$ cat src/source/trap_pkg.sv
package trap_pkg;

    // ----------------------------------------------------------------------
    // Sizes
    // ----------------------------------------------------------------------

    // Number of interrupt lines and the width of an index into them
    localparam int NUM_IRQ    = 8;
    localparam int IRQ_IDX_W  = 3;

    // Data and address width of the core
    localparam int XLEN       = 32;

    // Width of the exception code delivered by the pipeline
    localparam int EXC_CODE_W = 4;

    // APB address width of the register block
    localparam int APB_ADDR_W = 8;

    // ----------------------------------------------------------------------
    // Register map
    // ----------------------------------------------------------------------

    localparam logic [APB_ADDR_W-1:0] REG_IRQ_ENABLE  = 8'h00;
    localparam logic [APB_ADDR_W-1:0] REG_IRQ_PENDING = 8'h04;
    localparam logic [APB_ADDR_W-1:0] REG_VECTOR_BASE = 8'h08;
    localparam logic [APB_ADDR_W-1:0] REG_CAUSE       = 8'h0C;
    localparam logic [APB_ADDR_W-1:0] REG_EPC         = 8'h10;

    // Set in the cause word for an interrupt and clear for an exception
    // The low bits then hold the interrupt index or the exception code
    localparam int CAUSE_INT_BIT = 31;

endpackage : trap_pkg
$ cat src/source/trap_csr_if.sv
`timescale 1ns/1ps

// Register values shared between the APB block and the datapath blocks
interface trap_csr_if;

    // Programmed by software through the APB block
    logic [trap_pkg::NUM_IRQ-1:0] enable_mask;
    logic [trap_pkg::XLEN-1:0]    vector_base;

    // Live state of the interrupt controller
    logic [trap_pkg::NUM_IRQ-1:0] pending;

    // Trap record kept by the cause register
    logic [trap_pkg::XLEN-1:0]    cause;
    logic [trap_pkg::XLEN-1:0]    epc;

    // The APB block owns the control registers and reads everything back
    modport regs_mp (output enable_mask, output vector_base,
                     input pending, input cause, input epc);

    // The interrupt controller needs the mask and reports its pending bits
    modport irq_mp (input enable_mask, output pending);

    // The cause register builds handler addresses from the vector base
    modport cause_mp (input vector_base, output cause, output epc);

endinterface : trap_csr_if

$ cat src/source/trap_top.sv
`timescale 1ns/1ps

module trap_top (
    input  logic                            clk_i,
    input  logic                            rst_n_i,

    // Core side
    input  logic [trap_pkg::NUM_IRQ-1:0]    irq_lines_i,
    input  logic                            exception_i,
    input  logic [trap_pkg::EXC_CODE_W-1:0] exc_code_i,
    input  logic [trap_pkg::XLEN-1:0]       trap_pc_i,
    input  logic                            core_sleep_i,

    // APB slave
    input  logic [trap_pkg::APB_ADDR_W-1:0] paddr_i,
    input  logic                            psel_i,
    input  logic                            penable_i,
    input  logic                            pwrite_i,
    input  logic [trap_pkg::XLEN-1:0]       pwdata_i,
    output logic [trap_pkg::XLEN-1:0]       prdata_o,
    output logic                            pready_o,
    output logic                            pslverr_o,

    // Pipeline control
    output logic                            flush_o,
    output logic                            stall_o,
    output logic                            int_ack_o,
    output logic [trap_pkg::XLEN-1:0]       handler_pc_o
);

    logic                           interrupt;
    logic                           exc_commit;
    logic [trap_pkg::IRQ_IDX_W-1:0] ack_index;

    trap_csr_if csr_if ();

    // ----------------------------------------------------------------------
    // Control
    // ----------------------------------------------------------------------

    trap_manager trap_manager_inst (
        .clk_i        (clk_i),
        .rst_n_i      (rst_n_i),
        .interrupt_i  (interrupt),
        .exception_i  (exception_i),
        .core_sleep_i (core_sleep_i),
        .flush_o      (flush_o),
        .stall_o      (stall_o),
        .int_ack_o    (int_ack_o),
        .exc_commit_o (exc_commit)
    );

    // ----------------------------------------------------------------------
    // Datapath
    // ----------------------------------------------------------------------

    irq_controller irq_controller_inst (
        .clk_i       (clk_i),
        .rst_n_i     (rst_n_i),
        .irq_lines_i (irq_lines_i),
        .int_ack_i   (int_ack_o),
        .interrupt_o (interrupt),
        .ack_index_o (ack_index),
        .csr         (csr_if.irq_mp)
    );

    trap_cause_reg trap_cause_reg_inst (
        .clk_i        (clk_i),
        .rst_n_i      (rst_n_i),
        .int_ack_i    (int_ack_o),
        .exc_commit_i (exc_commit),
        .ack_index_i  (ack_index),
        .exc_code_i   (exc_code_i),
        .trap_pc_i    (trap_pc_i),
        .handler_pc_o (handler_pc_o),
        .csr          (csr_if.cause_mp)
    );

    apb_trap_regs apb_trap_regs_inst (
        .clk_i     (clk_i),
        .rst_n_i   (rst_n_i),
        .paddr_i   (paddr_i),
        .psel_i    (psel_i),
        .penable_i (penable_i),
        .pwrite_i  (pwrite_i),
        .pwdata_i  (pwdata_i),
        .prdata_o  (prdata_o),
        .pready_o  (pready_o),
        .pslverr_o (pslverr_o),
        .csr       (csr_if.regs_mp)
    );

endmodule : trap_top

$ cat src/source/apb_trap_regs.sv
`timescale 1ns/1ps

module apb_trap_regs (
    input  logic                            clk_i,
    input  logic                            rst_n_i,

    // APB slave
    input  logic [trap_pkg::APB_ADDR_W-1:0] paddr_i,
    input  logic                            psel_i,
    input  logic                            penable_i,
    input  logic                            pwrite_i,
    input  logic [trap_pkg::XLEN-1:0]       pwdata_i,
    output logic [trap_pkg::XLEN-1:0]       prdata_o,
    output logic                            pready_o,
    output logic                            pslverr_o,

    trap_csr_if.regs_mp                     csr
);

    logic                         access;
    logic                         addr_valid;
    logic                         addr_ro;
    logic                         wr_en;
    logic [trap_pkg::NUM_IRQ-1:0] enable_q;
    logic [trap_pkg::XLEN-1:0]    base_q;
    logic [trap_pkg::XLEN-1:0]    rd_mux;

    // ----------------------------------------------------------------------
    // Address decode
    // ----------------------------------------------------------------------

    // Only the access phase does anything, the setup phase is ignored
    assign access = psel_i & penable_i;

    always_comb begin
        addr_valid = 1'b1;
        addr_ro    = 1'b0;
        rd_mux     = '0;
        case (paddr_i)
            trap_pkg::REG_IRQ_ENABLE:  rd_mux = trap_pkg::XLEN'(enable_q);
            trap_pkg::REG_VECTOR_BASE: rd_mux = base_q;
            trap_pkg::REG_IRQ_PENDING: begin
                rd_mux  = trap_pkg::XLEN'(csr.pending);
                addr_ro = 1'b1;
            end
            trap_pkg::REG_CAUSE: begin
                rd_mux  = csr.cause;
                addr_ro = 1'b1;
            end
            trap_pkg::REG_EPC: begin
                rd_mux  = csr.epc;
                addr_ro = 1'b1;
            end
            default: addr_valid = 1'b0;
        endcase
    end

    // Unknown offsets and writes to read-only registers both fail
    assign pslverr_o = access & (~addr_valid | (pwrite_i & addr_ro));
    assign wr_en     = access & pwrite_i & ~pslverr_o;

    // Read data is zero outside a read access and for unknown offsets
    assign prdata_o  = (access && !pwrite_i) ? rd_mux : '0;

    // No wait states
    assign pready_o  = 1'b1;

    // ----------------------------------------------------------------------
    // Writable registers
    // ----------------------------------------------------------------------

    always_ff @(posedge clk_i) begin
        if (!rst_n_i) begin
            enable_q <= '0;
            base_q   <= '0;
        end else if (wr_en) begin
            if (paddr_i == trap_pkg::REG_IRQ_ENABLE) begin
                enable_q <= pwdata_i[trap_pkg::NUM_IRQ-1:0];
            end
            // Handlers are word aligned so the two low bits never stick
            if (paddr_i == trap_pkg::REG_VECTOR_BASE) begin
                base_q <= {pwdata_i[trap_pkg::XLEN-1:2], 2'b00};
            end
        end
    end

    assign csr.enable_mask = enable_q;
    assign csr.vector_base = base_q;

endmodule : apb_trap_regs

$ cat src/source/trap_cause_reg.sv
`timescale 1ns/1ps

module trap_cause_reg (
    input  logic                            clk_i,
    input  logic                            rst_n_i,

    // Trap taken in this cycle
    input  logic                            int_ack_i,
    input  logic                            exc_commit_i,

    // What was taken and where
    input  logic [trap_pkg::IRQ_IDX_W-1:0]  ack_index_i,
    input  logic [trap_pkg::EXC_CODE_W-1:0] exc_code_i,
    input  logic [trap_pkg::XLEN-1:0]       trap_pc_i,

    // Address the core jumps to
    output logic [trap_pkg::XLEN-1:0]       handler_pc_o,

    trap_csr_if.cause_mp                    csr
);

    logic [trap_pkg::XLEN-1:0] int_cause;
    logic [trap_pkg::XLEN-1:0] exc_cause;
    logic [trap_pkg::XLEN-1:0] int_handler;

    // Interrupt cause carries the index with the interrupt flag on top
    always_comb begin
        int_cause = trap_pkg::XLEN'(ack_index_i);
        int_cause[trap_pkg::CAUSE_INT_BIT] = 1'b1;
    end

    // Exception cause is the bare code with the interrupt flag clear
    assign exc_cause = trap_pkg::XLEN'(exc_code_i);

    // Vectored mode places one word per interrupt line after the base
    assign int_handler = csr.vector_base + trap_pkg::XLEN'({ack_index_i, 2'b00});

    // ----------------------------------------------------------------------
    // Trap record
    // ----------------------------------------------------------------------

    // The manager never asserts both strobes together
    always_ff @(posedge clk_i) begin
        if (!rst_n_i) begin
            csr.cause    <= '0;
            csr.epc      <= '0;
            handler_pc_o <= '0;
        end else if (int_ack_i) begin
            csr.cause    <= int_cause;
            csr.epc      <= trap_pc_i;
            handler_pc_o <= int_handler;
        end else if (exc_commit_i) begin
            csr.cause    <= exc_cause;
            csr.epc      <= trap_pc_i;
            // All exceptions share the entry at the base itself
            handler_pc_o <= csr.vector_base;
        end
    end

endmodule : trap_cause_reg

$ cat src/source/irq_controller.sv
`timescale 1ns/1ps

module irq_controller (
    input  logic                           clk_i,
    input  logic                           rst_n_i,

    // Level-sampled interrupt lines
    input  logic [trap_pkg::NUM_IRQ-1:0]   irq_lines_i,

    // Acknowledge from the trap manager
    input  logic                           int_ack_i,

    // Request and winning index
    output logic                           interrupt_o,
    output logic [trap_pkg::IRQ_IDX_W-1:0] ack_index_o,

    trap_csr_if.irq_mp                     csr
);

    logic [trap_pkg::NUM_IRQ-1:0] pending_q;
    logic [trap_pkg::NUM_IRQ-1:0] masked;
    logic [trap_pkg::NUM_IRQ-1:0] clear_mask;

    // ----------------------------------------------------------------------
    // Priority encoder
    // ----------------------------------------------------------------------

    assign masked      = pending_q & csr.enable_mask;
    assign interrupt_o = |masked;

    // Scanning from the top down leaves the lowest set index as the winner
    always_comb begin
        ack_index_o = '0;
        for (int i = trap_pkg::NUM_IRQ - 1; i >= 0; i--) begin
            if (masked[i]) begin
                ack_index_o = trap_pkg::IRQ_IDX_W'(i);
            end
        end
    end

    // One-hot of the bit being acknowledged and empty when nothing is taken
    always_comb begin
        clear_mask = '0;
        if (int_ack_i && interrupt_o) begin
            clear_mask = trap_pkg::NUM_IRQ'(1) << ack_index_o;
        end
    end

    // ----------------------------------------------------------------------
    // Sticky pending bits
    // ----------------------------------------------------------------------

    // The acknowledge clears its bit at this edge while other lines still set theirs
    // A line that is still high sets the acknowledged bit again on the next edge
    always_ff @(posedge clk_i) begin
        if (!rst_n_i) begin
            pending_q <= '0;
        end else begin
            pending_q <= (pending_q | irq_lines_i) & ~clear_mask;
        end
    end

    assign csr.pending = pending_q;

endmodule : irq_controller

$ cat src/source/trap_manager.sv
`timescale 1ns/1ps

module trap_manager (
    input  logic clk_i,
    input  logic rst_n_i,

    // Events from the core and the interrupt controller
    input  logic interrupt_i,
    input  logic exception_i,
    input  logic core_sleep_i,

    // Pipeline control
    output logic flush_o,
    output logic stall_o,
    output logic int_ack_o,
    output logic exc_commit_o
);

    // ----------------------------------------------------------------------
    // State register
    // ----------------------------------------------------------------------

    typedef enum logic [1:0] {
        IDLE,
        ACK_CYCLE,
        WAIT_WAKE_UP
    } state_t;

    state_t state_q, state_d;

    always_ff @(posedge clk_i) begin
        if (!rst_n_i) begin
            state_q <= IDLE;
        end else begin
            state_q <= state_d;
        end
    end

    // ----------------------------------------------------------------------
    // Next state and outputs
    // ----------------------------------------------------------------------

    always_comb begin
        state_d      = state_q;
        flush_o      = 1'b0;
        stall_o      = 1'b0;
        int_ack_o    = 1'b0;
        exc_commit_o = 1'b0;

        case (state_q)
            // Interrupts win over exceptions and over a sleep request
            IDLE: begin
                if (interrupt_i) begin
                    // Flush now and acknowledge in the following cycle
                    state_d = ACK_CYCLE;
                end else if (core_sleep_i) begin
                    state_d = WAIT_WAKE_UP;
                end
                flush_o      = interrupt_i | exception_i;
                // An exception is only taken when no interrupt is competing
                exc_commit_o = exception_i & ~interrupt_i;
                stall_o      = core_sleep_i & ~interrupt_i;
            end

            // Single acknowledge cycle, the handler fetch is already under way
            ACK_CYCLE: begin
                int_ack_o = 1'b1;
                state_d   = IDLE;
            end

            // The core stays frozen until an enabled interrupt shows up
            WAIT_WAKE_UP: begin
                stall_o = 1'b1;
                if (interrupt_i) begin
                    stall_o = 1'b0;
                    flush_o = 1'b1;
                    state_d = ACK_CYCLE;
                end
            end

            default: begin
                state_d = IDLE;
            end
        endcase
    end

endmodule : trap_manager

$ cat config.mk
export PLATFORM = sky130hd
export DESIGN_NAME = trap_top
export DESIGN_NICKNAME = d
export VERILOG_FILES = /design/src/source/trap_pkg.sv /design/src/source/trap_csr_if.sv /design/src/source/trap_top.sv /design/src/source/apb_trap_regs.sv /design/src/source/trap_cause_reg.sv /design/src/source/irq_controller.sv /design/src/source/trap_manager.sv
export SDC_FILE = /design/constraint.sdc
export NUM_CORES = 1
export LEC_CHECK = 0
export ABC_CLOCK_PERIOD_IN_PS = 7000
export BUFFER_PORTS_ARGS = -buffer_cell sky130_fd_sc_hd__buf_2
export CELL_PAD_IN_SITES_DETAIL_PLACEMENT = 1
export CELL_PAD_IN_SITES_GLOBAL_PLACEMENT = 1
export CORE_UTILIZATION = 35
export DETAILED_ROUTE_END_ITERATION = 16
export GPL_TIMING_DRIVEN = 0
export PLACE_DENSITY = 0.73
export SYNTH_ARGS = -nofsm -noshare
export SYNTH_HDL_FRONTEND = slang
export SYNTH_SLANG_ARGS = --single-unit
$ cat constraint.sdc
create_clock -name clk_i -period 7 [get_ports clk_i]
set_input_delay 0.35 -clock clk_i [delete_from_list [all_inputs] [get_ports clk_i]]
set_output_delay 0.35 -clock clk_i [all_outputs]
set_load 0.005 [all_outputs]
==> run summary <==
Post-synth EDFFs -> 0
Final WL -> 21.0 mm
Clock H-tree levels -> 4
Pin count of the biggest net entering global routing -> 17
# rows -> 46
Worst EP required -> 7.26 ns
Core Region -> 15900 um2
IO Count -> 160
Post-synthesis cell area -> 5680 um2
First-pass GRT wire length -> 31.9 mm
Max-Cap Viols -> 1
GRT overflow -> 0
Max Slew Vio Count -> 1
Post-synth ARST share -> 0%
Die H -> 129 um
Overall Global Routing Usage -> 25.3%
Initial core utilization -> 35.7%
Leakage -> 3.07 nW
CP Launch Type -> register
CP Class -> register to register
Vias per std cell -> 5.46
CTS tree -> yes
Synth Area per Inst -> 8.17 um2
Post-route antenna net violation count -> 0
GP Congestion -> 0.900
Layout Nets -> 964
Pwr dens -> 229 nW/um2
Synth cell types -> 57
Final Core Density -> 46.0%
Final worst-path cycle share -> 52.8%
Outcome -> complete, but fails checks
Die area -> 16700 um2
Initial DRC Count -> 309
Tmin final -> 3.69 ns
Share of post-route cells with drive strength above 1 -> 24.6%
Fill count -> 1994
RSZ-0062 raised after global routing -> false
Max IR drop VDD -> 0.171 mV
Syn Inst Count -> 695
Clk_lat worst skew -> 0.42 ns
Residual DRC -> 0
DP HPWL -> 15.8 mm
Worst-margin pin slew -> 1.49 ns
DR vias -> 5997
Die width -> 129 um
Setup violators final -> 0
Setup TNS -> 0 ns
Vias in the first global route -> 6108
Area after DPL -> 6720 um2
Skew final -> 0.0114 ns
Antenna diodes -> 0
Register-to-Register Path Depth -> 9
Clock Sinks -> 115
R2R Path Start -> irq_controller_inst.csr.pending[4]
Hold WC Path Type -> input port to register
Port Buf Inserts -> 154
Failing checks -> capacitance limit, slew limit
Critical Path Fanout Max -> 8
Reg-to-reg slack, setup -> 3.31 ns
CP max stage delay -> 1.23 ns
Commonest non-fill, non-tap cell in the layout -> buf_2
Crit. End Element -> register
Setup bufs post-CTS -> 0
CP arrival -> 3.96 ns
DR WL/cell -> 19.1 um
Root Buffer -> clkbuf_16
Setup crit end -> trap_cause_reg_inst.handler_pc_o[15]
R2r endpoint -> trap_cause_reg_inst.handler_pc_o[15]
Total Power -> 1.67 mW
Slew headroom -> -0.119%
Final instance area -> 7310 um2
Hold violation total from the final report -> 0
Clk slew on worst S/H paths -> 0.05 ns
Crit path cell chain -> a22oi_1 > nand2b_1 > a21boi_0 > ha_1 > a21oi_1 > a211oi_1 > nand4_1 > xor2_1 > a21oi_1
Num CTS Buffers -> 17
Sequential share of the synthesized area -> 40.6%
Crit-path slowest cell -> a211oi_1
DRT Pass-1 Iters -> 5
Cell mode on critical path -> a21oi_1
Leading cell types in the layout, fill and taps excluded -> buf_2, nand2_1, dfxtp_1
Fmax -> 271 MHz
Synthesized flop and latch total -> 115
Commonest register cell after synthesis -> dfxtp_1
Initial antenna violation count -> 0
CTS max path bufs -> 2
Yosys warns -> 0
Hold buffers post-CTS -> 0
Cts repair resizes -> 0
CP startpoint -> irq_controller_inst.csr.pending[4]
Area grow syn2layout -> 28.7%
power breakdown:
part           switching, mW  internal [mW]
Sequential            0.0174          0.681
Clock                  0.292          0.546
Combinational         0.0776         0.0556
Total                  0.387           1.28
logic make-up (layout without fill, tap and decap cells):
family / after synthesis / in the layout / share of synthesized area (%)
simple gates: 261 / 261 / 22.3
compound gates: 214 / 214 / 24.2
flops: 115 / 115 / 40.6
buf+inv: 60 / 246 / 5.36
xor+xnor: 22 / 22 / 3.39
mux: 17 / 17 / 3.06
fa+ha+maj: 4 / 4 / 1.01
other cells: 2 / 3 / 0.132
per-stage QoR:
step,instances,setup slack (ns),hold slack [ns]
2_1_floorplan,696,4.42,0.429
3_3_place_gp,1066,3.60,0.440
3_5_place_dp,1066,3.63,0.449
4_1_cts,1098,3.49,0.154
5_1_grt,1098,3.09,0.177
6_report,1098,3.31,0.162
metal layers:
metal / vias to the layer above / wire length, um / track usage, %
li1: 2822 / - / -
met4: 0 / 402 / 9.41
met5: - / 0 / 0
met3: 30 / 1330 / 5.86
met2: 230 / 10500 / 44.6
met1: 2915 / 8770 / 29.8
critical path, delay by kind of cell (launching register included):
kind	cells	cell delay, ns
compound gates	5	2.32
simple gates	2	0.40
fa+ha+maj	1	0.25
flops	1	0.33
xor+xnor	1	0.23
sequential cells by signal, indices dropped and copies added, names as in the netlist:
name and count:
apb_trap_regs_inst.csr.enable_mask 8, apb_trap_regs_inst.csr.vector_base 30, irq_controller_inst.csr.pending 8, trap_cause_reg_inst.csr.cause 5, trap_cause_reg_inst.csr.epc 32, trap_cause_reg_inst.handler_pc_o 30
trap_manager_inst.state_q 2
worst min path at each step:
stage | startpoint | to | slack (ns) | cells past startpoint
3_5_place_dp | trap_cause_reg_inst.csr.epc[26] | trap_cause_reg_inst.csr.epc[26] | 0.45 | 2
5_1_grt | pwdata_i[19] | apb_trap_regs_inst.csr.vector_base[19] | 0.18 | 3
2_1_floorplan | trap_cause_reg_inst.csr.cause[3] | trap_cause_reg_inst.csr.cause[3] | 0.43 | 2
3_3_place_gp | trap_cause_reg_inst.csr.epc[26] | trap_cause_reg_inst.csr.epc[26] | 0.44 | 2
4_1_cts | pwdata_i[30] | apb_trap_regs_inst.csr.vector_base[30] | 0.15 | 3
6_report | pwdata_i[28] | apb_trap_regs_inst.csr.vector_base[28] | 0.16 | 3
cell usage after synthesis (5+ instances only):
cell type / n / area share, %
inv_1: 7 / 0.46
clkbuf_1: 30 / 2.0
a31oi_1: 7 / 0.77
nor2b_1: 11 / 1.2
a21boi_0: 20 / 2.6
o211a_1: 5 / 0.88
nand3_1: 46 / 4.1
xor2_1: 17 / 2.6
and4_1: 5 / 0.77
o21ai_1: 31 / 2.7
nand4_1: 8 / 0.88
a21boi_1: 14 / 1.9
a21oi_1: 37 / 3.3
buf_2: 9 / 0.79
buf_6: 5 / 0.99
and3_1: 6 / 0.66
nor2_1: 39 / 2.6
o21ai_0: 41 / 3.6
a22o_1: 8 / 1.2
nand2_1: 120 / 7.9
dfxtp_1: 115 / 41
a22oi_1: 32 / 4.2
mux2i_1: 14 / 2.5
buf_4: 8 / 1.1
xnor2_1: 5 / 0.77
area by class of cell:
class / instances / area [um2] / share of cell area, %
Buffer: 53 / 278 / 3.80
Clock buffer: 30 / 574 / 7.86
Clock inverter: 2 / 10.0 / 0.137
Inverter: 7 / 26.3 / 0.360
Multi-Input combinational cell: 521 / 3070 / 42.1
Sequential cell: 115 / 2300 / 31.5
Tap cell: 216 / 270 / 3.70
Timing Repair Buffer: 154 / 771 / 10.5
Note: power is estimated with default switching activity, not from simulation.
